<file path="config.mk">
export PLATFORM = sky130hd
export DESIGN_NAME = matrix_store
export DESIGN_NICKNAME = d
export VERILOG_FILES = /design/src/rtl/matcalc_pkg.sv /design/src/rtl/matrix_store.sv
export SDC_FILE = /design/constraint.sdc
export NUM_CORES = 2
export LEC_CHECK = 0
export ABC_AREA = 0
export BUFFER_PORTS_ARGS = -buffer_cell sky130_fd_sc_hd__clkbuf_2
export CAP_MARGIN = 25
export CORE_ASPECT_RATIO = 2
export CORE_MARGIN = 5
export CORE_UTILIZATION = 50
export DETAILED_ROUTE_END_ITERATION = 16
export PLACE_DENSITY_LB_ADDON = 0.15
export SLEW_MARGIN = 20
export SYNTH_ARGS = -nofsm -noshare
export SYNTH_HDL_FRONTEND = slang
export SYNTH_SLANG_ARGS = --single-unit
</file>
<file path="constraint.sdc">
create_clock -name clk -period 1.5 [get_ports clk]
set_input_delay 0.15 -clock clk [delete_from_list [all_inputs] [get_ports clk]]
set_output_delay 0.15 -clock clk [all_outputs]
set_load 0.01 [all_outputs]
</file>
<file path="src/rtl/matcalc_pkg.sv">
`default_nettype none

package matcalc_pkg;

    localparam int MAX_DIM   = 5;
    localparam int MAX_ELEMS = 25;
    localparam int NUM_SLOTS = 8;

    typedef logic [15:0] elem_t;   // wraps mod 2^16
    typedef logic [2:0]  dim_t;
    typedef logic [2:0]  slot_t;

    // row-major, only rows*cols entries meaningful
    typedef struct packed {
        dim_t                        rows;
        dim_t                        cols;
        elem_t [MAX_ELEMS-1:0]       data;
    } matrix_t;

    typedef enum logic [1:0] {
        OP_TRANS = 2'd0,
        OP_ADD   = 2'd1,
        OP_SCALE = 2'd2,
        OP_MULT  = 2'd3
    } op_e;

    typedef enum logic [7:0] {
        CMD_LOAD = 8'h01,
        CMD_OP   = 8'h02
    } cmd_e;

    typedef struct packed {
        op_e     op;
        matrix_t a;
        matrix_t b;
        elem_t   scalar;
    } op_req_t;

    typedef struct packed {
        logic       is_matrix;
        logic [7:0] code;
        matrix_t    mat;
    } print_req_t;

    localparam logic [7:0] REPLY_ACK  = 8'h06;
    localparam logic [7:0] REPLY_ERR  = 8'h15;
    localparam logic [7:0] RESULT_HDR = 8'hA5;

endpackage

`default_nettype wire

</file>
<file path="src/rtl/matrix_store.sv">
`timescale 1ns/10ps
`default_nettype none

module matrix_store
    import matcalc_pkg::*;
(
    input  logic    clk,
    input  logic    rst_n,
    input  logic    wr_en,
    input  slot_t   wr_slot,
    input  matrix_t wr_mat,
    input  slot_t   rd_slot_a,
    input  slot_t   rd_slot_b,
    output matrix_t rd_a,
    output matrix_t rd_b
);
    matrix_t slots [NUM_SLOTS];

    always_ff @(posedge clk or negedge rst_n) begin
        if (!rst_n) begin
            for (int i = 0; i < NUM_SLOTS; i++) begin
                slots[i] <= '{rows: dim_t'(1), cols: dim_t'(1), data: '0};  // 1x1 zero
            end
        end else if (wr_en) begin
            slots[wr_slot] <= wr_mat;
        end
    end

    assign rd_a = slots[rd_slot_a];
    assign rd_b = slots[rd_slot_b];

    // dimension checks live in the parser
    a_dims_legal: assert property (@(posedge clk) disable iff (!rst_n)
        wr_en |-> (wr_mat.rows inside {[1:MAX_DIM]} && wr_mat.cols inside {[1:MAX_DIM]}));

endmodule

`default_nettype wire

</file>
==> reports/metrics.yaml <==
pwr:
  fin_total_pwr_w: 0.2945
  power_frac_clock: 0.281
  switching_share: 0.2904
  power_leakage_nw: 90.50
  p_seq_frac: 0.413
  p_int_w: 0.2090
  p_sw_w: 0.08550
  ir_worst_vdd_v: 0.001368
  p_comb_frac: 0.306
  powerDensity_nw_per_um2: 1393
clock_network:
  postCtsHoldBufs: 411
  clk-insertion-delay-late_ns: 0.92
  cts_made_buffers: 308
  clk_pin_slew_ns: 0.07
  cts.htree.levels: 5
  cts_buffer_depth: 4
  clock_sink_count: 3248
  cts_tree: "built"
  root_buffer: "clkbuf_16"
status:
  outcome: "finished with violations"
  violations: "hold timing, setup timing"
floorplanning:
  num_rows: 301
  io_pins: 1230
  initial_core_util: 0.5016
  core_sq_um: 335600
  die_area_sq_um: 349000
  die_w_um: 420.3
  die_y_um: 830.5
sta:
  finalSetupViolCount: 2402
  fin_skew_ns: 0
  hold_slack_ns: -0.1037
  rsz0062_at_grt: "true"
  setup_slack_ns: -0.9764
  hold_viol: 2
  max_freq_mhz: 403.8
  post-route-period-util: 1.651
  finalCriticalPeriod_ns: 2.476
  slew_violations: 0
  slew_headroom: 0.6662
  tightest_slew_ns: 0.5007
critical_path:
  crit_required_ns: 1.35
  criticalPathCategory: "register to output pin"
  reg2reg_from: "slots[990]"
  startpoint_type: "register"
  critPathArrivalTime_ns: 2.33
  crit_fanout: 3
  reg2reg_depth: 3
  worstSetupEndpointType: "output pin"
  startpoint: "slots[294]"
logic_synthesis:
  syn_nets: 10168
  synth_ff_type: "dfrtp_1"
  synth-edff-count: 0
  syn_area_sq_um: 168300
  synth.distinct_cells: 15
  yosys.area.top_type: "dfrtp_1"
  synth_commonest_cells: "dfrtp_1 (3,232), mux2_2 (2,700), mux4_2 (1,624)"
  yosysTopAreaCellShare: 0.4805
  yosysWarnings: 0
  ys_seq_elements: 3248
  yosys-top-cells-area: "dfrtp_1 (48%), mux4_2 (22%), mux2_2 (18%), mux2_1 (9.1%), buf_2 (0.91%)"
  seq_area_frac_synth: 0.4830
  synthCells: 9750
  avgSynthCellArea_sq_um: 17.26
  async_reset_ff_frac: 1.000
  synth_most_common_cell: "dfrtp_1"
layout:
  nets: 12319
  utilization: 0.6301
  area_growth_pct: 25.61
  largest_reg_flops: 3248
  layout-drive-gt1-share: 0.5825
  top_register: "slots"
  reg_top3: "slots: 3248 flops"
  n_fill_cell: 24069
global_route:
  top_usage_layer: "met2"
  grt_use_met1: 0.3767
  antenna_found_initial: 113
  grtUsageMet3: 0.08521
  track_usage: 0.3080
  grt_pass1_vias: 117027
  use_met2: 0.5165
  grt_pass1_wl_um: 804000
  grt_max_degree: 84
  grt-ovfl-total: 0
drt:
  drtIter0Drc: 6637
  firstDrtPassIters: 5
  vias_per_cell: 6.324
  drc: 0
  drtAntennaViolNets: 0
  routed_wl_um: 540100
  wl_per_cell_um: 32.53
  vias: 104991
placed_design:
  numPortBuffers: 1229
  gp_congestion: 0.8645
  post-dp-hpwl_um: 388200
run:
  drv_cap: 0
hold_path:
  holdPathStages: 4
  hold_start: "wr_slot[2]"
  hold_class: "primary input to register"
==> path summary, 6_finish.rpt <==
kind / endpoint / slack (ns)
min in group asynchronous: slots[2944] / 0.39
max in group asynchronous: slots[1219] / 0.05
worst max-delay path: rd_a[294] / -0.98
worst min register to register: slots[1341] / 0.50
worst min-delay path: slots[2482] / -0.10
worst max register to register: slots[990] / 0.48
==> power by group through the flow <==
stage	Sequential [W]	Clock [W]	Combinational, W
6_report	0.122	0.0827	0.0901
5_1_grt	0.124	0.0876	0.0948
4_1_cts	0.121	0.0844	0.0836
3_5_place_dp	0.123	0	0.0767
3_3_place_gp	0.120	0	0.0748
2_1_floorplan	0.117	0	0.0507
==> logic make-up (layout without fill, tap and decap cells) <==
group,after synthesis,after routing,share of synthesized area
DFF,3248,3248,0.4830
muxes,5684,5684,0.4889
and+or+nand+nor,8,8,0.0004386
other,0,81,0
buffers and inverters,810,3189,0.02764
==> what timing repair did <==
| item | 4_1_cts | 5_1_grt |
|---|---|---|
| gates resized for setup | 774 | 1358 |
| gates cloned | 0 | 0 |
| endpoints found under the hold margin | 6496 | 2 |
| endpoints found under the setup margin | 812 | 2764 |
| setup buffers | 41 | 41 |
==> cell usage in the layout (no fill, tap or decap), types with 16 or more instances in the layout <==
| cell | instances |
|---|---|
| clkbuf_8 | 69 |
| mux2_4 | 717 |
| mux4_2 | 1624 |
| buf_4 | 553 |
| buf_6 | 385 |
| diode_2 | 81 |
| dlygate4sd3_1 | 410 |
| clkinv_2 | 45 |
| mux2_1 | 1360 |
| clkbuf_1 | 58 |
| clkbuf_16 | 314 |
| buf_12 | 462 |
| buf_8 | 283 |
| clkbuf_2 | 550 |
| bufinv_16 | 32 |
| dfstp_2 | 16 |
| dfrtp_1 | 3232 |
| mux2_2 | 1983 |
==> final cells by class <==
type	count	area, sq um	share of cell area
Sequential cell	3248	81300	0.3845
Antenna cell	81	202.7	0.0009587
Multi-Input combinational cell	5692	85100	0.4025
Clock inverter	105	1468	0.006942
Tap cell	4393	5497	0.02600
Timing Repair Buffer	2651	28950	0.1369
Clock buffer	433	8915	0.04216
==> critical path: stages, from the launching register on <==
cell and delay, ns:
dfrtp_1 0.40, mux4_2 0.49, mux2_4 0.37, buf_6 0.16
==> stage by stage <==
stage | setup slack [ns] | TNS (ns) | cells | instance area [sq um] | hold WS, ns
floorplan | -0.07395 | -25.47 | 9750 | 171600 | -0.1456
global placement | -0.6508 | -1350.35 | 15491 | 189700 | 0.003655
detailed placement | -0.6752 | -1396.74 | 15491 | 189700 | 0.008298
CTS | -1.066 | -822.96 | 16481 | 207800 | -0.2038
global route | -1.036 | -916.76 | 16565 | 211300 | -0.1194
finish | -0.9764 | -808.69 | 16603 | 211400 | -0.1037
==> per-layer routing <==
| metal | routed length (um) | vias up |
|---|---|---|
| met3 | 42270 | 981 |
| met1 | 200900 | 57871 |
| met2 | 271500 | 3377 |
| met5 | 408 | - |
| li1 | - | 42696 |
| met4 | 25000 | 66 |
No activity file was read; power rests on OpenSTA's default activity.
