## config.mk

```make
export PLATFORM = sky130hd
export DESIGN_NAME = result_printer
export DESIGN_NICKNAME = d
export VERILOG_FILES = /design/src/rtl/matcalc_pkg.sv /design/src/rtl/result_printer.sv
export SDC_FILE = /design/constraint.sdc
export NUM_CORES = 1
export LEC_CHECK = 0
export BUFFER_PORTS_ARGS = -buffer_cell sky130_fd_sc_hd__buf_2
export CAP_MARGIN = 15
export CORE_ASPECT_RATIO = 0.5
export CORE_MARGIN = 3
export CORE_UTILIZATION = 53
export DETAILED_ROUTE_END_ITERATION = 6
export PLACE_DENSITY_LB_ADDON = 0.12
export SYNTH_ARGS = -nofsm -noshare
export SYNTH_HDL_FRONTEND = slang
export SYNTH_SLANG_ARGS = --single-unit
```

## constraint.sdc

```tcl
create_clock -name clk -period 10.35 [get_ports clk]
set_clock_uncertainty 0.05 [all_clocks]
set_input_delay 0.5175 -clock clk [delete_from_list [all_inputs] [get_ports clk]]
set_output_delay 0.5175 -clock clk [all_outputs]
set_load 0.02 [all_outputs]
```

## src/rtl/matcalc_pkg.sv

```systemverilog
`default_nettype none

package matcalc_pkg;

    localparam int MAX_DIM   = 5;
    localparam int MAX_ELEMS = 25;
    localparam int NUM_SLOTS = 8;

    typedef logic [15:0] elem_t;   // wraps mod 2^16
    typedef logic [2:0]  dim_t;
    typedef logic [2:0]  slot_t;

    // row-major, only rows*cols entries meaningful
    typedef struct packed {
        dim_t                        rows;
        dim_t                        cols;
        elem_t [MAX_ELEMS-1:0]       data;
    } matrix_t;

    typedef enum logic [1:0] {
        OP_TRANS = 2'd0,
        OP_ADD   = 2'd1,
        OP_SCALE = 2'd2,
        OP_MULT  = 2'd3
    } op_e;

    typedef enum logic [7:0] {
        CMD_LOAD = 8'h01,
        CMD_OP   = 8'h02
    } cmd_e;

    typedef struct packed {
        op_e     op;
        matrix_t a;
        matrix_t b;
        elem_t   scalar;
    } op_req_t;

    typedef struct packed {
        logic       is_matrix;
        logic [7:0] code;
        matrix_t    mat;
    } print_req_t;

    localparam logic [7:0] REPLY_ACK  = 8'h06;
    localparam logic [7:0] REPLY_ERR  = 8'h15;
    localparam logic [7:0] RESULT_HDR = 8'hA5;

endpackage

`default_nettype wire

```

## src/rtl/result_printer.sv

```systemverilog
`timescale 1ns/10ps
`default_nettype none

module result_printer
    import matcalc_pkg::*;
(
    input  logic       clk,
    input  logic       rst_n,
    input  logic       print_valid,
    input  print_req_t print_req,
    output logic       print_busy,
    output logic       tx_valid,
    output logic [7:0] tx_byte,
    input  logic       credit
);
    print_req_t req;
    logic [5:0] idx;        // byte index, 53 bytes max
    logic [5:0] last;
    logic [4:0] el;
    logic [1:0] credits;

    assign last = req.is_matrix ? 6'(2 * req.mat.rows * req.mat.cols + 2) : 6'd0;
    assign el   = 5'((idx - 6'd3) >> 1);

    // header, rows, cols, then elements high byte first
    always_comb begin
        if (!req.is_matrix) begin
            tx_byte = req.code;
        end else begin
            case (idx)
                6'd0:    tx_byte = req.code;
                6'd1:    tx_byte = {5'd0, req.mat.rows};
                6'd2:    tx_byte = {5'd0, req.mat.cols};
                default: tx_byte = idx[0] ? req.mat.data[el][15:8] : req.mat.data[el][7:0];
            endcase
        end
    end

    assign tx_valid = print_busy && credits != 2'd0;

    always_ff @(posedge clk or negedge rst_n) begin
        if (!rst_n) begin
            print_busy <= 1'b0;
            idx        <= '0;
            credits    <= 2'd1;     // tx holding register starts empty
        end else begin
            credits <= credits + {1'b0, credit} - {1'b0, tx_valid};
            if (print_valid && !print_busy) begin
                print_busy <= 1'b1;
                idx        <= '0;
            end else if (tx_valid) begin
                if (idx == last) begin
                    print_busy <= 1'b0;
                end else begin
                    idx <= idx + 1'b1;
                end
            end
        end
    end

    always_ff @(posedge clk) begin
        if (print_valid && !print_busy) begin
            req <= print_req;
        end
    end

endmodule

`default_nettype wire

```

==> results.py <==
metrics = {
    "status": {
        "outcome": "finished clean",
    },
    "global_routing": {
        "grt_max_degree": 147,
        "grt_usage_pct": 25.3,
        "grt-ovfl-total": 0,
        "first_pass_grt_wire_length_mm": 64.3,
        "grt_antenna_before_repair": 19,
        "first_global_vias": 11000,
    },
    "die": {
        "io_pins": 429,
        "width_of_the_die_um": 261,
        "die_height_um": 133,
        "placeable_area_um2": 31100,
        "fp-row-count": 45,
        "initial_utilization_pct": 55.3,
        "die-area_um2": 34700,
    },
    "worst_setup_path": {
        "crit_type": "reg -> out",
        "path_max_fanout": 43,
        "critical_path_arrival_ns": 5.43,
        "timing.rr.end": "idx[4]",
        "critical_path.max_stage_delay_ns": 0.97,
        "crit_slowest_cell": "dfrtp_1",
        "r2r_slack_ns": 6.66,
        "rr_startpoint": "req[400]",
        "worst_path_dominant_cell_family": "buffers and inverters",
        "critical_path_required_ns": 9.78,
        "crit_chain": "ha_1 -> xnor2_4 -> buf_4 -> buf_4 -> mux4_2 -> and2_1 -> a2111oi_0 -> nor4_1 -> a211o_1 -> buf_2",
        "cp.buffers_inverters": 3,
        "timing.critical_path.to_type": "output pin",
        "worst_setup_path_start_kind": "register",
        "number_of_cell_instances_on_the_worst_register_to_register_path": 12,
        "crit_path_most_repeated_cell": "buf_4",
    },
    "final_layout": {
        "finish.net_count": 1799,
        "flow.area_growth_from_synthesis_pct": 22.8,
        "finish.utilization_pct": 67.9,
        "drive_above_1_share_pct": 42.6,
    },
    "run": {
        "number_of_max_cap_violations": 0,
    },
    "timing": {
        "finalMaxSlewViolations": 0,
        "fin_crit_ns": 6.00,
        "final.period_utilization_pct": 57.9,
        "hold_viol": 0,
        "timing.final.setup_violations": 0,
        "setup-tns-final_ns": 0,
        "grt_setup_unrepaired": "false",
        "timing.fmax_ghz": 0.167,
        "max_slew_margin_pct": 24.7,
        "worstMarginPinSlew_ns": 1.13,
    },
    "clocking": {
        "cts_tree": "built",
        "cts_made_buffers": 38,
        "cts_setup_buffers": 0,
        "clock_tree.root_cell": "clkbuf_16",
        "clock_latency_ns": 0.54,
        "clk_pin_slew_ns": 0.07,
        "clkSinkCount": 424,
        "cts.htree.levels": 2,
        "clock_path_buffers": 3,
    },
    "power_and_ir_drop": {
        "share_clk_of_total_power_pct": 22.9,
        "sw_frac_of_total_pct": 35.7,
        "pwr-share-comb_pct": 42.2,
        "p_int_mw": 4.14,
        "pwr_density_cell_nw_per_um2": 306,
        "power.static_leakage_nw": 7.74,
        "share_seq_of_total_power_pct": 34.9,
        "sw_power_mw": 2.30,
        "power.ir.vdd_worst_v": 0.000264,
    },
    "placement": {
        "place.port_buffers": 428,
        "gp_congestion": 0.839,
        "hpwlAfterDp_mm": 31.5,
    },
    "hold_path": {
        "min-delay-start": "print_req[72]",
        "hold-path-endpoint": "req[72]",
        "cell_count_of_the_worst_hold_path": 1,
        "worstHoldPathType": "in -> reg",
    },
    "routing": {
        "detail_route.iter0.violations": 1081,
        "routed_wl_mm": 43.8,
        "drt_first_pass_iters": 5,
        "wire_per_inst_um": 23.9,
        "via_per_inst": 5.77,
        "route.vias.total": 10600,
        "antenna_violating_nets_post_route": 0,
        "route.detailed.drc": 0,
    },
    "synth": {
        "postSynthNetCount": 1366,
        "synth.cell_area_um2": 17200,
        "synth_cell_types": 57,
        "yosysWarnings": 0,
        "post_synth_inst_count": 935,
        "synthArstFlopShare_pct": 2.12,
        "yosysSeqAreaShare_pct": 73.9,
        "synth_flop_cell": "edfxtp_1",
        "synth.avg_cell_area_um2": 18.4,
        "number_of_synthesized_register_bits": 424,
        "synth-edff-count": 415,
    },
}
## area by class of cell
type,instances,area [µm²]
fill,2157,9980
inverter,15,63.8
clock buffer,50,1030
clock inverter,16,256
tap,423,529
multi-input combinational,447,4240
timing repair buffer,442,2250
sequential,424,12700
antenna,18,45.0
## layout by cell type, fill, tap and decap left out, types with 9 or more instances in the layout
cell type,synthesis,final
a21oi_1,21,21
a22oi_1,10,10
a311oi_1,9,9
and2_1,9,9
buf_2,20,428
buf_4,9,13
clkbuf_1,13,10
clkbuf_16,0,39
diode_2,0,18
edfxtp_1,415,415
ha_1,10,9
inv_1,15,14
mux2_2,10,10
mux2i_1,27,27
mux4_2,77,77
nand2_1,70,70
nand3_1,24,24
nand4_1,13,13
nor2_1,33,33
nor3_1,11,11
o211ai_1,10,10
o21ai_0,16,16
## timing repair
action,4_1_cts,5_1_grt
endpoints found under the hold margin,9,0
resized for setup,0,0
hold buffers,1,0
## how the worst max path moves through the flow
stage / start / end / depth (start not counted)
final: idx[0] / tx_byte[0] / 10
after global routing: idx[0] / tx_byte[0] / 10
after CTS: idx[0] / tx_byte[0] / 10
after detailed placement: idx[0] / tx_byte[0] / 10
after global placement: idx[0] / tx_byte[0] / 10
after floorplan: print_busy / req[0] / 2
## kinds of logic (layout without fill, tap and decap cells)
group	Yosys count	in the layout	synth area share [%]
AO/OA/AOI/OAI	117	117	4.93
XOR/XNOR	18	18	1.01
adder cells (fa/ha/maj)	12	12	0.962
buffers and inverters	64	523	1.78
flip-flops	424	424	73.9
multiplexers	114	114	12.3
other	0	18	0
AND/OR/NAND/NOR	186	186	5.11
## synth_stat cells, drive strengths merged (3+ instances only)
cell type | number | area share (%)
a221o | 4 | 0.23
o2111ai | 7 | 0.36
a221oi | 4 | 0.20
o41ai | 3 | 0.15
a22oi | 10 | 0.44
nand2b | 3 | 0.11
a311oi | 9 | 0.46
buf | 36 | 1.2
xnor2 | 11 | 0.65
nor3 | 11 | 0.32
o21ai | 16 | 0.47
a21oi | 22 | 0.66
a31oi | 8 | 0.29
xor2 | 7 | 0.36
mux4 | 77 | 10
nand4 | 13 | 0.47
dfrtp | 8 | 1.2
or3 | 3 | 0.11
edfxtp | 415 | 73
nand2 | 70 | 1.5
a211o | 4 | 0.20
nand3 | 24 | 0.70
mux2 | 10 | 0.66
nor4 | 3 | 0.11
mux2i | 27 | 1.6
and3b | 3 | 0.15
o31ai | 3 | 0.13
and2 | 9 | 0.33
inv | 15 | 0.33
clkbuf | 13 | 0.28
a32oi | 5 | 0.25
nand3b | 3 | 0.13
ha | 10 | 0.73
and3 | 8 | 0.29
o211ai | 10 | 0.44
nor2 | 33 | 0.72
## sequential cells by signal, indices dropped and copies added, names as in the netlist
signal,count
req,415
idx,6
credits,2
print_busy,1
## layer usage
layer / routed length, µm / global-route usage (%)
met4: 1100 / 7.42
met3: 3550 / 6.21
met2: 22500 / 43.5
met1: 16600 / 32.2
met5: 98 / 0
## through the flow
stage               instances  cell area [µm²]  hold WS (ns)  power [mW]  setup WS [ns]
floorplan                 935            17200         0.172        4.31          0.815
global placement         1750            19800         0.325        4.98           5.13
detailed placement       1750            19800         0.330        5.02           4.98
CTS                      1817            21100        0.0706        6.50           4.37
global route             1829            21100        0.0709        6.79           4.04
finish                   1835            21100        0.0912        6.45           4.35
## power by group through the flow
| stage | Combinational (mW) | Clock (mW) | Sequential [mW] |
|---|---|---|---|
| floorplan | 1.99 | 0 | 2.32 |
| global placement | 2.70 | 0 | 2.28 |
| detailed placement | 2.73 | 0 | 2.28 |
| CTS | 2.75 | 1.50 | 2.25 |
| global route | 2.95 | 1.57 | 2.27 |
| finish | 2.72 | 1.47 | 2.25 |
(Power assumes the default switching activity.)
