### config.mk
export PLATFORM = sky130hd
export DESIGN_NAME = uart_tx
export DESIGN_NICKNAME = d
export VERILOG_FILES = /design/src/rtl/uart_tx.sv
export SDC_FILE = /design/constraint.sdc
export NUM_CORES = 1
export LEC_CHECK = 0
export BUFFER_PORTS_ARGS = -buffer_cell sky130_fd_sc_hd__buf_2
export CORE_ASPECT_RATIO = 0.9
export CORE_UTILIZATION = 48
export CTS_CLUSTER_DIAMETER = 80
export DETAILED_ROUTE_END_ITERATION = 10
export HOLD_SLACK_MARGIN = 0.08
export PLACE_DENSITY = 0.75
export SYNTH_ARGS = -nofsm -noshare
export SYNTH_HDL_FRONTEND = slang
export SYNTH_SLANG_ARGS = --single-unit
### constraint.sdc
create_clock -name clk -period 2 [get_ports clk]
set_input_delay 0.1 -clock clk [delete_from_list [all_inputs] [get_ports clk]]
set_output_delay 0.1 -clock clk [all_outputs]
set_load 0.03 [all_outputs]
### src/rtl/uart_tx.sv
`timescale 1ns/10ps
`default_nettype none

module uart_tx #(
    parameter int CLK_FREQ  = 100_000_000,
    parameter int BAUD_RATE = 115200
) (
    input  logic       clk,
    input  logic       rst_n,
    input  logic       tx_valid,
    input  logic [7:0] tx_byte,
    output logic       credit,
    output logic       tx
);
    localparam int BIT_CYC = CLK_FREQ / BAUD_RATE;
    localparam int CW      = $clog2(BIT_CYC + 1);

    logic [7:0]    hold_byte;
    logic          hold_full;
    logic [9:0]    shreg;       // stop, data, start
    logic [3:0]    bits_left;
    logic [CW-1:0] cnt;

    assign tx = shreg[0];

    always_ff @(posedge clk or negedge rst_n) begin
        if (!rst_n) begin
            hold_byte <= '0;
            hold_full <= 1'b0;
            shreg     <= '1;
            bits_left <= '0;
            cnt       <= '0;
            credit    <= 1'b0;
        end else begin
            credit <= 1'b0;
            if (tx_valid) begin
                hold_byte <= tx_byte;
                hold_full <= 1'b1;
            end
            if (bits_left == 4'd0) begin
                if (hold_full) begin
                    shreg     <= {1'b1, hold_byte, 1'b0};
                    bits_left <= 4'd10;
                    cnt       <= '0;
                    hold_full <= 1'b0;
                    credit    <= 1'b1;  // slot free again
                end
            end else if (cnt == BIT_CYC - 1) begin
                cnt       <= '0;
                shreg     <= {1'b1, shreg[9:1]};
                bits_left <= bits_left - 1'b1;
            end else begin
                cnt <= cnt + 1'b1;
            end
        end
    end

    // sender must respect the single credit
    a_no_overrun: assert property (@(posedge clk) disable iff (!rst_n)
        tx_valid |-> !hold_full);

endmodule

`default_nettype wire

==> results of run 1 <==
## power breakdown
group          internal, mW  switching, mW
clock network         0.297          0.233
registers             0.898          0.127
logic                 0.359          0.274
## path summary, 6_finish.rpt
path                             end  cells after the start     start
min in group asynchronous     cnt[9]                      2     rst_n
min reg2reg                 shreg[0]                      2  shreg[0]
min                        hold_full                      3  tx_valid
max                           cnt[7]                      5    cnt[1]
max in group asynchronous     cnt[6]                      2     rst_n
max reg2reg                   cnt[7]                      5    cnt[1]
## cell usage in the layout (no fill, tap or decap), types with 4 or more instances in the layout
cell type | Yosys | layout
dfrtp_1 | 24 | 24
mux2_2 | 23 | 23
nand2_1 | 12 | 12
buf_2 | 0 | 12
nor2_1 | 11 | 11
o21ai_0 | 11 | 11
dlygate4sd3_1 | 0 | 9
dfstp_2 | 9 | 9
buf_4 | 1 | 8
clkbuf_4 | 0 | 5
inv_1 | 4 | 4
nor3_1 | 4 | 4
## worst min-delay path: stages
cell    delay [ns]
buf_2         0.17
nor2_1        0.10
nor2_1        0.04
## through the flow
stage          setup slack (ns)  instance area [um2]  utilization [%]  power, mW
3_5_place_dp             0.0273                 1710             55.4       1.63
3_3_place_gp             0.0983                 1710             55.4       1.61
5_1_grt                  0.0103                 1910             61.9       2.33
6_report                 0.0801                 1910             61.9       2.19
2_1_floorplan            0.0285                 1570                -       1.47
4_1_cts                  0.0131                 1890             61.2       2.18
## flip-flops by register name (all words and copies together), names as in the netlist
register,flops
cnt,10
shreg,9
hold_byte,8
bits_left,4
credit,1
hold_full,1
## logic make-up (layout without fill, tap and decap cells)
logic type,count (synthesis),in the layout
buffers and inverters,6,41
and+or+nand+nor,41,41
xor gates and xnor gates,3,3
AOI/OAI and AO/OA,20,20
DFF,33,33
muxes,24,24
adders and majority gates,3,3
## layout make-up
type                    instances  area share [%]
clock buffers                   6            2.68
multi-input cells              91            37.1
clock inverters                 2            1.96
repair buffers                 29            11.0
flip-flops and latches         33            43.8
inverters                       4           0.785
well taps                      42            2.75
## timing repair
item                                    in CTS  in global routing
setup buffers                                0                  2
endpoints found under the setup margin       0                 16
gates resized for setup                      0                  1
hold buffers                                 9                  0
endpoints found under the hold margin       32                  0
## metal layers
layer | track usage [%] | part of all wire (%) | vias up
li1 | - | - | 533
met1 | 21.9 | 45 | 526
met2 | 30.5 | 49 | 18
met3 | 4.30 | 2.7 | 7
met4 | 11.0 | 2.5 | 0
met5 | 0 | 0 | -
==> impl_results.md, run 1 <==
- Finished Layout Cells: 207
- Crit path max-delay family: compound AO/OA/AOI/OAI gates
- Drt via density: 5.24
- Root buf cell: clkbuf_4
- Largest family of logic cells by synthesized area: multiplexers
- Clk sinks: 33
- H-tree Lvls: 2
- Remaining Overflow, GRT: 0
- Die area: 3500 um2
- Worst path bufs/invs: 0
- Top-count cell post-synth: dfrtp_1
- RSZ-0062 raised after global routing: no
- DP HPWL: 1920 um
- Dominant synthesized flop cell: dfrtp_1
- Clock buffer depth: 2
- FF/Latch Area: 837 um2
- Sequential fraction of the synthesis area: 53.4%
- Reg clk slew, reported paths: 0.11 ns
- Footprint of the multi-input gates: 709 um2
- GRT Util Overall: 18.4%
- Maxcap violations: 0
- Vias: 1084
- Post-DRT Antenna Nets: 0
- PortBufs: 12
- Starting Density: 50.7%
- Clk Latency, worst-skew pair: 0.34 ns
- Crit path max fanout: 7
- Avg Cell Area, Syn: 12.1 um2
- Routed WL: 2750 um
- DP Cell Count: 188
- Layout area overhead: 22.1%
- Mapped Area: 1570 um2
- Yosys reg bits: 33
- Core Footprint: 3090 um2
- Rows: 19
- Synth Area in XOR/XNOR: 1.68%
- Simple-gate share of the synthesized area: 14.7%
- First-pass DRT Iterations: 4
- Post-synthesis mux area share: 17.2%
- # setup viols final: 0
- Global-route wire length before repair: 4770 um
- Die extent in y: 56.2 um
- Cells along the critical path: ha_1 > or4b_4 > o31ai_4 > o21ai_0 > a22o_2
- CTS tree: done
- Critical-path top delay cell: or4b_4
- Final net count: 178
- Initial DRC count: 46
- Largest net degree at the start of global routing: 34
- Fillers: 273
- Setup TNS: 0 ns
- Critical Path Max Stage Delay: 0.51 ns
- Cell leakage power: 0.813 nW
- Critical Path Sink Type: flop
- Placer Congestion: 0.823
- Final Hold Viols: 0
- Worst EP required: 2.24 ns
- Synth area leaders: dfrtp_1, mux2_2, dfstp_2
- F_max: 0.521 GHz
- Slew margin rel.: 53.0%
- Synth cell types: 32
- Status: complete, no violations
- Vias in the first global route: 1094
- Mapped Cells: 130
- CP startpoint kind: flop
- Share of cells above drive strength 1: 40.6%
- Power Density: 1140 nW/um2
- Asr flop ratio synth: 100%
- Initial antenna violation count: 0
- Clock Skew: 0.00869 ns
- Syn Nets: 144
- Worst reg2reg setup slack: 0.08 ns
- Arrival time at the worst endpoint: 2.16 ns
- Worst min path class: in -> reg
- List of most frequent post-synthesis cells: dfrtp_1, mux2_2, nand2_1
- Total CTS buffers: 5
- Post-Synth Adder-Cell Area: 2.40%
- Peak supply drop: 0.000711 V
- Synth Area in Compound Gates: 8.95%
- Largest area contributor in the netlist: dfrtp_1
- DR DRC count: 0
- Area share of the largest cell type after synthesis: 38.3%
- N_diodes: 0
- Period minus WS final: 1.92 ns
- Routed wire per std cell: 13.3 um
- Slew Viols, Final: 0
- Worst Hold Slack: 0.113 ns
- # IOs: 13
- Post-synth EDFFs: 0
- Actual slew at the worst max-slew pin: 0.705 ns
- Die Width: 62.2 um
- Yosys Warn Count: 0
- Crit Path Category: reg -> reg
- Final Cycle Share: 96.0%
Power figures use the tool's default switching activity.
==> run 2, diff against run 1 <==
- REMOVE_ABC_BUFFERS: default -> 1
==> run 2 against run 1 <==
Against the previous run:
- sequential cell count did not move
- sequential share of layout area increased by 0.057 points
- setup slack worse by 0.012 ns
- sequential power about the same
- count of clock-buffer cells in the layout unchanged
- critical path depth is the same
- hold slack improved by 0.22 ns
- wire length increased by 2.5%
- largest power group unchanged
==> impl_results.md, run 2 (synthesized netlist as in run 1, its figures left out) <==
- Drt via density: 5.24
- Peak supply drop: 0.000750 V
- Slew margin rel.: 52.4%
- Starting Density: 50.7%
- Crit path max fanout: 8
- Final Hold Viols: 0
- Crit Path Category: reg -> reg
- Setup TNS: 0 ns
- Largest net degree at the start of global routing: 34
- Psw: 0.644 mW
- N_diodes: 0
- R2R Path Start: cnt[1]
- Comb power frac: 28.4%
- # setup viols final: 0
- Critical Path Max Stage Delay: 0.51 ns
- Placer Congestion: 0.819
- Cell leakage power: 0.806 nW
- Cells along the critical path: ha_1 > or4b_4 > o31ai_4 > o21ai_0 > a22o_1
- Root buf cell: clkbuf_4
- # IOs: 13
- Maxcap violations: 0
- Design area: 1910 um2
- Regs by FF count: cnt: 10 flops, shreg: 9 flops, hold_byte: 8 flops
- CTS tree: done
- Sw Share: 29.4%
- H-tree Lvls: 2
- CP Launch Point: cnt[1]
- Clk sinks: 33
- Die area: 3500 um2
- Worst Hold Slack: 0.337 ns
- Slew Viols, Final: 0
- Critical Path Sink Type: flop
- DP HPWL: 1950 um
- Final setup margin: 0.0686 ns
- Commonest non-fill, non-tap cell in the layout: dfrtp_1
- First-pass DRT Iterations: 4
- Total power: 2.19 mW
- Final net count: 177
- Core Footprint: 3090 um2
- Area after DPL: 1710 um2
- Most frequent cells in the layout: dfrtp_1, mux2_2, nand2_1, buf_2, o21ai_0
- Top reg by flops: cnt
- GRT Util Overall: 18.7%
- Worst EP required: 2.23 ns
- DR DRC count: 0
- Initial DRC count: 39
- Die extent in y: 56.2 um
- Die Width: 62.2 um
- F_max: 0.518 GHz
- Int Pwr: 1.55 mW
- Remaining Overflow, GRT: 0
- Vias: 1080
- Clk Latency, worst-skew pair: 0.34 ns
- Global-route wire length before repair: 4900 um
- CP startpoint kind: flop
- Worst min path class: in -> async
- Period minus WS final: 1.93 ns
- Vias in the first global route: 1135
- Power Density: 1150 nW/um2
- Share of cells above drive strength 1: 40.2%
- PortBufs: 12
- Clock Power Share: 24.3%
- Total CTS buffers: 5
- Rows: 19
- Routed wire per std cell: 13.7 um
- Clock Skew: 0.0128 ns
- Actual slew at the worst max-slew pin: 0.714 ns
- Reg power frac: 47.3%
- Critical-path top delay cell: or4b_4
- Max FFs per register: 10
- Reg clk slew, reported paths: 0.11 ns
- Clock buffer depth: 2
- Post-Place Setup Slack: 0.0515 ns
- Routed WL: 2820 um
- Initial antenna violation count: 0
- Layout area overhead: 22.0%
- Status: complete, no violations
- Arrival time at the worst endpoint: 2.16 ns
- Final Cycle Share: 96.6%
- Post-DRT Antenna Nets: 0
-- run 2: cell count changes in the layout (fill, tap and decap cells not counted), sizes merged --
cell / previous run / this run
dlygate4sd3: 9 / 10
buf: 20 / 18
-- run 2: layer usage --
layer	up-vias	share of wire (%)	GRT usage, %
met2	19	51	31.9
met3	7	2.6	4.30
li1	531	-	-
met1	523	44	21.2
met5	-	0	0
met4	0	2.6	12.0
-- run 2: stage by stage --
stage,std cells,utilization [%]
after floorplan,128,-
after CTS,205,61.3
after global routing,206,61.8
after global placement,187,55.2
final,206,61.8
after detailed placement,187,55.2
-- run 2: power groups by stage --
stage	Sequential, mW	Clock [mW]	Combinational, mW
4_1_cts	1.03	0.549	0.606
3_5_place_dp	1.05	0	0.586
3_3_place_gp	1.03	0	0.560
6_report	1.04	0.531	0.623
5_1_grt	1.06	0.567	0.707
2_1_floorplan	1.01	0	0.447
-- run 2: worst paths after layout --
path                                     end  slack, ns  depth (start not counted)
worst max register to register        cnt[6]       0.07                          5
max in group asynchronous       bits_left[2]       1.20                          2
min in group clk                    shreg[0]       0.51                          2
worst max-delay path                  cnt[6]       0.07                          5
worst min register to register      shreg[0]       0.51                          2
worst min-delay path               hold_full       0.34                          2
-- run 2: worst max-delay path, delay by kind of cell (launching register included) --
| family | cells | cell delay, ns |
|---|---|---|
| AOI/OAI and AO/OA | 3 | 0.69 |
| and+or+nand+nor | 1 | 0.51 |
| adders and majority gates | 1 | 0.21 |
| DFF | 1 | 0.41 |
-- run 2: cell type report --
type	count	area [um2]
timing repair buffer	28	205
sequential	33	837
multi-input combinational	91	712
fill	257	1180
clock inverter	2	37.5
inverter	4	15.0
tap	42	52.6
clock buffer	6	51.3
-- run 2: repair_timing --
action / in CTS / in global routing
hold buffers: 10 / 0
setup buffers: 0 / 1
endpoints found under the setup margin: 0 / 15
gates resized for setup: 0 / 2
hold endpoints to repair: 33 / 0
