## src/rtl/uart_rx.sv

```systemverilog
`timescale 1ns/10ps
`default_nettype none

module uart_rx #(
    parameter int CLK_FREQ  = 100_000_000,
    parameter int BAUD_RATE = 115200
) (
    input  logic       clk,
    input  logic       rst_n,
    input  logic       rx,
    output logic [7:0] byte_data,
    output logic       byte_valid
);
    localparam int BIT_CYC = CLK_FREQ / BAUD_RATE;
    localparam int CW      = $clog2(BIT_CYC + 1);

    typedef enum logic [1:0] {RX_IDLE, RX_START, RX_DATA, RX_STOP} rx_state_e;

    rx_state_e     state;
    logic [1:0]    rx_sync;
    logic [CW-1:0] cnt;
    logic [2:0]    bit_idx;

    always_ff @(posedge clk or negedge rst_n) begin
        if (!rst_n) begin
            state      <= RX_IDLE;
            rx_sync    <= 2'b11;
            cnt        <= '0;
            bit_idx    <= '0;
            byte_data  <= '0;
            byte_valid <= 1'b0;
        end else begin
            rx_sync    <= {rx_sync[0], rx};
            byte_valid <= 1'b0;
            case (state)
                RX_IDLE: begin
                    cnt <= '0;
                    if (!rx_sync[1]) begin
                        state <= RX_START;
                    end
                end
                RX_START: begin
                    if (cnt == BIT_CYC / 2 - 1) begin   // middle of start bit
                        cnt     <= '0;
                        bit_idx <= '0;
                        state   <= rx_sync[1] ? RX_IDLE : RX_DATA;  // glitch goes back
                    end else begin
                        cnt <= cnt + 1'b1;
                    end
                end
                RX_DATA: begin
                    if (cnt == BIT_CYC - 1) begin
                        cnt       <= '0;
                        byte_data <= {rx_sync[1], byte_data[7:1]};  // lsb first
                        bit_idx   <= bit_idx + 1'b1;
                        if (bit_idx == 3'd7) begin
                            state <= RX_STOP;
                        end
                    end else begin
                        cnt <= cnt + 1'b1;
                    end
                end
                default: begin
                    if (cnt == BIT_CYC - 1) begin
                        byte_valid <= rx_sync[1];   // drop on framing error
                        state      <= RX_IDLE;
                    end else begin
                        cnt <= cnt + 1'b1;
                    end
                end
            endcase
        end
    end

    a_single_pulse: assert property (@(posedge clk) disable iff (!rst_n)
        byte_valid |=> !byte_valid);

endmodule

`default_nettype wire

```

## config.mk

```make
export PLATFORM = sky130hd
export DESIGN_NAME = uart_rx
export DESIGN_NICKNAME = d
export VERILOG_FILES = /design/src/rtl/uart_rx.sv
export SDC_FILE = /design/constraint.sdc
export NUM_CORES = 1
export LEC_CHECK = 0
export ABC_AREA = 1
export ABC_CLOCK_PERIOD_IN_PS = 4000
export BUFFER_PORTS_ARGS = -buffer_cell sky130_fd_sc_hd__buf_4
export CAP_MARGIN = 20
export CORE_UTILIZATION = 36
export CTS_BUF_LIST = sky130_fd_sc_hd__clkbuf_8
export DETAILED_ROUTE_END_ITERATION = 12
export PLACE_DENSITY = 0.5
export REMOVE_ABC_BUFFERS = 1
export SYNTH_ARGS = -nofsm -noshare
export SYNTH_HDL_FRONTEND = slang
export SYNTH_SLANG_ARGS = --single-unit
```

## constraint.sdc

```tcl
create_clock -name clk -period 4 [get_ports clk]
set_clock_uncertainty 0.15 [all_clocks]
set_input_delay 0.4 -clock clk [delete_from_list [all_inputs] [get_ports clk]]
set_output_delay 0.4 -clock clk [all_outputs]
set_load 0.02 [all_outputs]
```

==> flow_summary.json, run 1 <==
{
  "synth_top_cells_by_area": "sky130_fd_sc_hd__dfrtp_1, sky130_fd_sc_hd__nand2_1, sky130_fd_sc_hd__inv_1",
  "slowest_delay_ns": 0.41,
  "synth.lib_cells_used.distinct": 26,
  "syn_inst": 162,
  "post_cts_resized": 0,
  "setup_violations": 0,
  "initial_core_util": 0.391,
  "hpwlAfterDp_mm": 1.86,
  "worst_path_max_delay_cell": "sky130_fd_sc_hd__dfrtp_1",
  "netlist_top_cells_count": "sky130_fd_sc_hd__nand2_1, sky130_fd_sc_hd__inv_1, sky130_fd_sc_hd__dfrtp_1, sky130_fd_sc_hd__nor2_1, sky130_fd_sc_hd__o21ai_2",
  "antenna_violation_net_count_after_detailed_routing": 0,
  "fp-row-count": 21,
  "p_int_mw": 0.400,
  "cp-end-kind": "flip-flop",
  "grt_antenna_before_repair": 0,
  "final_cell_count_no_fill": 223,
  "critPathMaxFanout": 12,
  "io_pins": 12,
  "nNetsFinal": 185,
  "critPathKind": "reg -> reg",
  "cts-root-buf": "sky130_fd_sc_hd__clkbuf_8",
  "synth_enable_flop_cells": 0,
  "final.hold.worst_slack_ns": 0.0809,
  "gpl.final_weighted_congestion": 0.796,
  "clock_tree.buffer_depth": 2,
  "seq_total_area_yosys": 0.482,
  "drc": 0,
  "worst_pin_slew_ns": 0.387,
  "synth_most_common_cell": "sky130_fd_sc_hd__nand2_1",
  "worstSkewPairLatency_ns": 0.27,
  "avgViaCountPerCell": 4.52,
  "wire_per_inst_um": 11.0,
  "power_per_cell_area_nw_per_um2": 313,
  "type_of_origin_of_the_critical_path": "flip-flop",
  "power.net_switching_mw": 0.0893,
  "final.min_clock_period_ns": 1.82,
  "met2_wirelength_mm": 1.10,
  "report.final.slew_viol_count": 0,
  "clock-sinks": 26,
  "detail_route.iter0.violations": 43,
  "yosysTopAreaCell": "sky130_fd_sc_hd__dfrtp_1",
  "grt_setup_unrepaired": "no",
  "synth.top_cell.area_share": 0.443,
  "fmax_ghz": 0.548,
  "floorplan.die_area_um2": 4010,
  "pin_count_of_the_biggest_net_entering_global_routing": 27,
  "data_required_time_at_the_worst_endpoint_ns": 4.02,
  "antenna-diode-count": 0,
  "run_status": "finished clean",
  "count_of_buffers_from_port_buffering": 11,
  "via_count": 1007,
  "core_area_um2": 3470,
  "grt_remaining_overflow": 0,
  "cp_common_cell": "sky130_fd_sc_hd__nand2_1",
  "tcrit_tclk_final": 0.456,
  "grt_pass1_wl_mm": 4.60,
  "timing.critical_path.arrival_ns": 1.84,
  "die_h_um": 63.4,
  "cell_total_after_placement": 218,
  "total_negative_setup_slacks_ns": 0,
  "p_leak_nw": 0.858,
  "timing.hold.worst.class": "in -> reg",
  "tritoncts.num_buffers": 3,
  "async_flop_share": 1.00,
  "pwr-share-clk": 0.443,
  "detail_route.first_pass.iterations": 4,
  "finish.instance_area_um2": 1570,
  "synthesis.area_per_instance_um2": 8.36,
  "mappedNetlistArea_um2": 1360,
  "maxUsedRoutingLayer": "met4",
  "power.ir.vdd_worst_uv": 164,
  "placed_area_um2": 1480,
  "hold_violations": 0,
  "totalWireLength_mm": 2.46,
  "wl_met3_um": 48,
  "crit_path_cell_trace": "ha_1 > nand2_1 > nor2_4 > nand4_2 > nand2_1 > inv_1 > nand2_1 > nand2_1",
  "number_of_global_route_vias_before_repair": 1007,
  "yosys_register_bits": 26,
  "detail_route.wirelength.met1_mm": 1.30,
  "grt.total_usage": 0.146,
  "power.share.sequential": 0.541,
  "comb_power_share": 0.016,
  "p_sw_frac": 0.182,
  "worst_setup_hold_path_clk_slew_ns": 0.09,
  "die_x_um": 63.4,
  "cts-htree-levels": 1,
  "tritoncts": "built",
  "timing.max_slew.rel_slack": 0.741,
  "post_route_cells_drive_above_1_share": 0.186,
  "ys_warn_count": 0,
  "cap_viol_max_count": 0,
  "areaGrowthSynthToFinish_pct": 15.5,
  "dominantRegCellSynth": "sky130_fd_sc_hd__dfrtp_1",
  "post-layout-total-power_mw": 0.490
}
-- cells in the final DEF, fill, tap and decap left out, types with 3 or more instances in the layout --
cell type                  synthesis  routed
sky130_fd_sc_hd__buf_4             0      11
sky130_fd_sc_hd__clkbuf_8          0       3
sky130_fd_sc_hd__dfrtp_1          24      24
sky130_fd_sc_hd__ha_1              4       4
sky130_fd_sc_hd__inv_1            28      28
sky130_fd_sc_hd__nand2_1          52      52
sky130_fd_sc_hd__nand4_1           4       4
sky130_fd_sc_hd__nor2_1           14      14
sky130_fd_sc_hd__nor2_4            3       3
sky130_fd_sc_hd__o21ai_0           4       4
sky130_fd_sc_hd__o21ai_2           5       5
sky130_fd_sc_hd__xor2_1            3       3
-- metrics by stage --
stage          setup WS [ns]   util
2_1_floorplan           2.41      -
4_1_cts                 2.16  0.451
6_report                2.18  0.451
3_3_place_gp            2.26  0.428
5_1_grt                 1.94  0.451
3_5_place_dp            2.18  0.428
-- power by group through the flow --
stage | Sequential (mW) | Combinational (mW) | Clock, mW
4_1_cts | 0.265 | 0.00840 | 0.225
2_1_floorplan | 0.270 | 0.000482 | 0
3_3_place_gp | 0.270 | 0.00747 | 0
5_1_grt | 0.265 | 0.00923 | 0.235
3_5_place_dp | 0.270 | 0.00774 | 0
6_report | 0.265 | 0.00768 | 0.217
-- cells by family after synthesis --
kind of cell | count (synthesis) | share of synthesized area
compound gates | 14 | 0.0693
xor+xnor | 4 | 0.0259
fa+ha+maj | 4 | 0.0369
buf+inv | 30 | 0.0886
flops | 26 | 0.482
mux | 1 | 0.00739
simple gates | 83 | 0.290
-- worst max-delay path, delay by kind of cell (launching register included) --
kind | cells | cell delay (ns)
flops | 1 | 0.41
fa+ha+maj | 1 | 0.24
simple gates | 6 | 0.85
buf+inv | 1 | 0.07
-- metal layers --
| metal | up-vias | GRT usage |
|---|---|---|
| met1 | 474 | 0.209 |
| met2 | 6 | 0.223 |
| met3 | 2 | 0.0217 |
| met5 | - | 0 |
| li1 | 525 | - |
| met4 | 0 | 0.0511 |
-- final timing paths --
| kind | start | cells past startpoint | slack [ns] | endpoint |
|---|---|---|---|---|
| setup / recovery | cnt[0] | 8 | 2.18 | bit_idx[1] |
| hold / removal | rx | 1 | 0.08 | rx_sync[0] |
| setup reg to reg | cnt[0] | 8 | 2.18 | bit_idx[1] |
| hold reg to reg | rx_sync[0] | 0 | 0.21 | rx_sync[1] |
| max in group asynchronous | rst_n | 2 | 2.99 | rx_sync[0] |
| min in group asynchronous | rst_n | 2 | 0.42 | cnt[5] |
-- flip-flops by register name (all words and copies together), names as in the netlist --
| signal | cells |
|---|---|
| cnt | 10 |
| byte_data | 8 |
| bit_idx | 3 |
| rx_sync | 2 |
| state | 2 |
| byte_valid | 1 |
-- layout make-up --
type | count | area [um2]
Inverter | 29 | 109
Fill cell | 359 | 1900
Sequential cell | 26 | 653
Clock buffer | 3 | 41.3
Clock inverter | 1 | 30.0
Multi-Input combinational cell | 106 | 582
Timing Repair Buffer | 12 | 92.6
Tap cell | 46 | 57.6
-- what timing repair did --
action / 4_1_cts / 5_1_grt
setup buffers: 0 / 0
setup endpoints to repair: 0 / 0
hold buffers: 1 / 0
hold endpoints to repair: 24 / 0
No activity file was read; power rests on OpenSTA's default activity.
==> run 2, diff against run 1 <==
- ABC_CLOCK_PERIOD_IN_PS: 4000 -> 1500
- PLACE_DENSITY: 0.5 -> 0.52
- clock period: 4 -> 1.5 ns (I/O delays scaled with it)
==> run 2 against run 1 <==
Against the previous run: the run now ends with negative setup slack left; setup slack worse by 2.3 ns; highest routed layer unchanged; via count up 10%; first-iteration DRC count up 14%; final area up 19%; register-to-register slack worse by 2.3 ns; global-route usage up 2.4 points; die area unchanged; power rose to 2.7 times the previous value; critical endpoint is now cnt[9]; sequential share of layout area down 6.6 points; core utilization up 8.5 points.
==> flow_summary.json, run 2 (synthesis gave the netlist of run 1 again) <==
{
  "hold_violations": 0,
  "setup_violations": 23,
  "grt_remaining_overflow": 0,
  "cap_viol_max_count": 0,
  "avgViaCountPerCell": 4.45,
  "report.final.slew_viol_count": 0,
  "tritoncts.num_buffers": 3,
  "die_h_um": 63.4,
  "grt_pass1_wl_mm": 5.27,
  "setup_ws_ns": -0.146,
  "worst_pin_slew_ns": 0.348,
  "maxUsedRoutingLayer": "met4",
  "registers.top_by_ff_count": "cnt",
  "fmax_ghz": 0.607,
  "largest_register_ff_count": 10,
  "timing.max_slew.rel_slack": 0.768,
  "failed_checks": "negative setup slack",
  "cp-end-kind": "flip-flop",
  "tritoncts": "built",
  "grt_antenna_before_repair": 0,
  "worstSkewPairLatency_ns": 0.27,
  "floorplan.die_area_um2": 4010,
  "antenna-diode-count": 0,
  "tcrit_tclk_final": 1.10,
  "power_per_cell_area_nw_per_um2": 713,
  "data_required_time_at_the_worst_endpoint_ns": 1.52,
  "clock_tree.buffer_depth": 2,
  "final.min_clock_period_ns": 1.65,
  "via_count": 1112,
  "final_common_cell": "sky130_fd_sc_hd__nand2_1",
  "nNetsFinal": 212,
  "layout.cells.most_common_list": "sky130_fd_sc_hd__nand2_1, sky130_fd_sc_hd__buf_4, sky130_fd_sc_hd__inv_1",
  "place_worst_setup_slack_ns": -0.209,
  "grt_setup_unrepaired": "yes",
  "worst_setup_hold_path_clk_slew_ns": 0.10,
  "io_pins": 12,
  "largestRegisters": "cnt: 10 flops, byte_data: 8 flops, bit_idx: 3 flops",
  "run_status": "finished, violations left",
  "cts-root-buf": "sky130_fd_sc_hd__clkbuf_8",
  "met2_wirelength_mm": 1.48,
  "post_route_cells_drive_above_1_share": 0.343,
  "fp-row-count": 21,
  "timing.critical_path.arrival_ns": 1.67,
  "cts-htree-levels": 1,
  "wl_met3_um": 51,
  "placed_area_um2": 1630,
  "hpwlAfterDp_mm": 2.10,
  "gpl.final_weighted_congestion": 0.754,
  "antenna_violation_net_count_after_detailed_routing": 0,
  "areaGrowthSynthToFinish_pct": 37.2,
  "detail_route.iter0.violations": 49,
  "number_of_global_route_vias_before_repair": 1094,
  "pin_count_of_the_biggest_net_entering_global_routing": 27,
  "die_x_um": 63.4,
  "post-layout-total-power_mw": 1.32,
  "detail_route.first_pass.iterations": 4,
  "p_leak_nw": 1.01,
  "finish.instance_area_um2": 1860,
  "critPathMaxFanout": 5,
  "timing.hold.worst.class": "in -> async",
  "final_core_util": 0.536,
  "drc": 0,
  "total_negative_setup_slacks_ns": -2.08,
  "type_of_origin_of_the_critical_path": "flip-flop",
  "power.ir.vdd_worst_uv": 321,
  "wire_per_inst_um": 12.3,
  "clock-sinks": 26,
  "critPathKind": "reg -> reg",
  "totalWireLength_mm": 3.07,
  "core_area_um2": 3470,
  "count_of_buffers_from_port_buffering": 11,
  "detail_route.wirelength.met1_mm": 1.51,
  "initial_core_util": 0.391,
  "grt.total_usage": 0.170
}
==> run 2: cell types whose count changed in the layout (fill, tap and decap cells not counted), sizes merged <==
cell / change
nand3: +1
dlygate4sd3: +1
inv: -1
clkinv: +2
buf: +24
==> run 2: metal layers <==
metal / track usage / vias up
met5: 0 / -
met4: 0.0511 / 0
met3: 0.0272 / 4
met2: 0.263 / 7
met1: 0.243 / 524
li1: - / 577
==> run 2: timing repair <==
item / in CTS / in global routing
endpoints found under the hold margin: 27 / 0
hold buffers: 2 / 0
setup endpoints to repair: 23 / 23
pin swaps: 5 / 4
gates resized for setup: 9 / 16
gates cloned: 1 / 1
buffers inserted: 3 / 2
==> run 2: cell type report <==
class | instances | area, um2
tap | 46 | 57.6
fill | 338 | 1610
multi-input combinational | 107 | 664
timing repair inverter | 1 | 5.00
sequential | 26 | 653
timing repair buffer | 37 | 294
clock buffer | 3 | 41.3
clock inverter | 1 | 30.0
inverter | 29 | 114
==> run 2: final timing paths <==
check / start / endpoint / slack, ns / cells after the start
worst max-delay path: cnt[1] / cnt[9] / -0.15 / 9
worst min-delay path: rst_n / cnt[2] / 0.17 / 2
worst max register to register: cnt[1] / cnt[9] / -0.15 / 9
worst min register to register: rx_sync[0] / rx_sync[1] / 0.21 / 0
max in group asynchronous: rst_n / rx_sync[0] / 0.73 / 2
min in group clk: rx_sync[0] / rx_sync[1] / 0.21 / 0
==> run 2: power breakdown <==
part           leakage (nW)  switching [mW]  total [mW]  internal [mW]
clock                0.0357           0.238       0.595          0.357
combinational         0.630          0.0164      0.0234        0.00696
sequential            0.341         0.00118       0.706          0.705
==> run 2: metrics by stage <==
stage / cells / hold slack [ns]
5_1_grt: 250 / 0.186
6_report: 250 / 0.168
4_1_cts: 247 / 0.176
3_3_place_gp: 237 / -0.0718
2_1_floorplan: 161 / -0.296
3_5_place_dp: 237 / -0.0627
==> run 2: critical path, stage by stage (launching register included) <==
cell	delay [ns]
sky130_fd_sc_hd__dfrtp_1	0.42
sky130_fd_sc_hd__inv_1	0.07
sky130_fd_sc_hd__ha_1	0.14
sky130_fd_sc_hd__nand2_2	0.07
sky130_fd_sc_hd__nor2_4	0.14
sky130_fd_sc_hd__nand2_4	0.07
sky130_fd_sc_hd__o21ai_4	0.21
sky130_fd_sc_hd__nand3_4	0.13
sky130_fd_sc_hd__o21ai_1	0.10
sky130_fd_sc_hd__inv_1	0.05
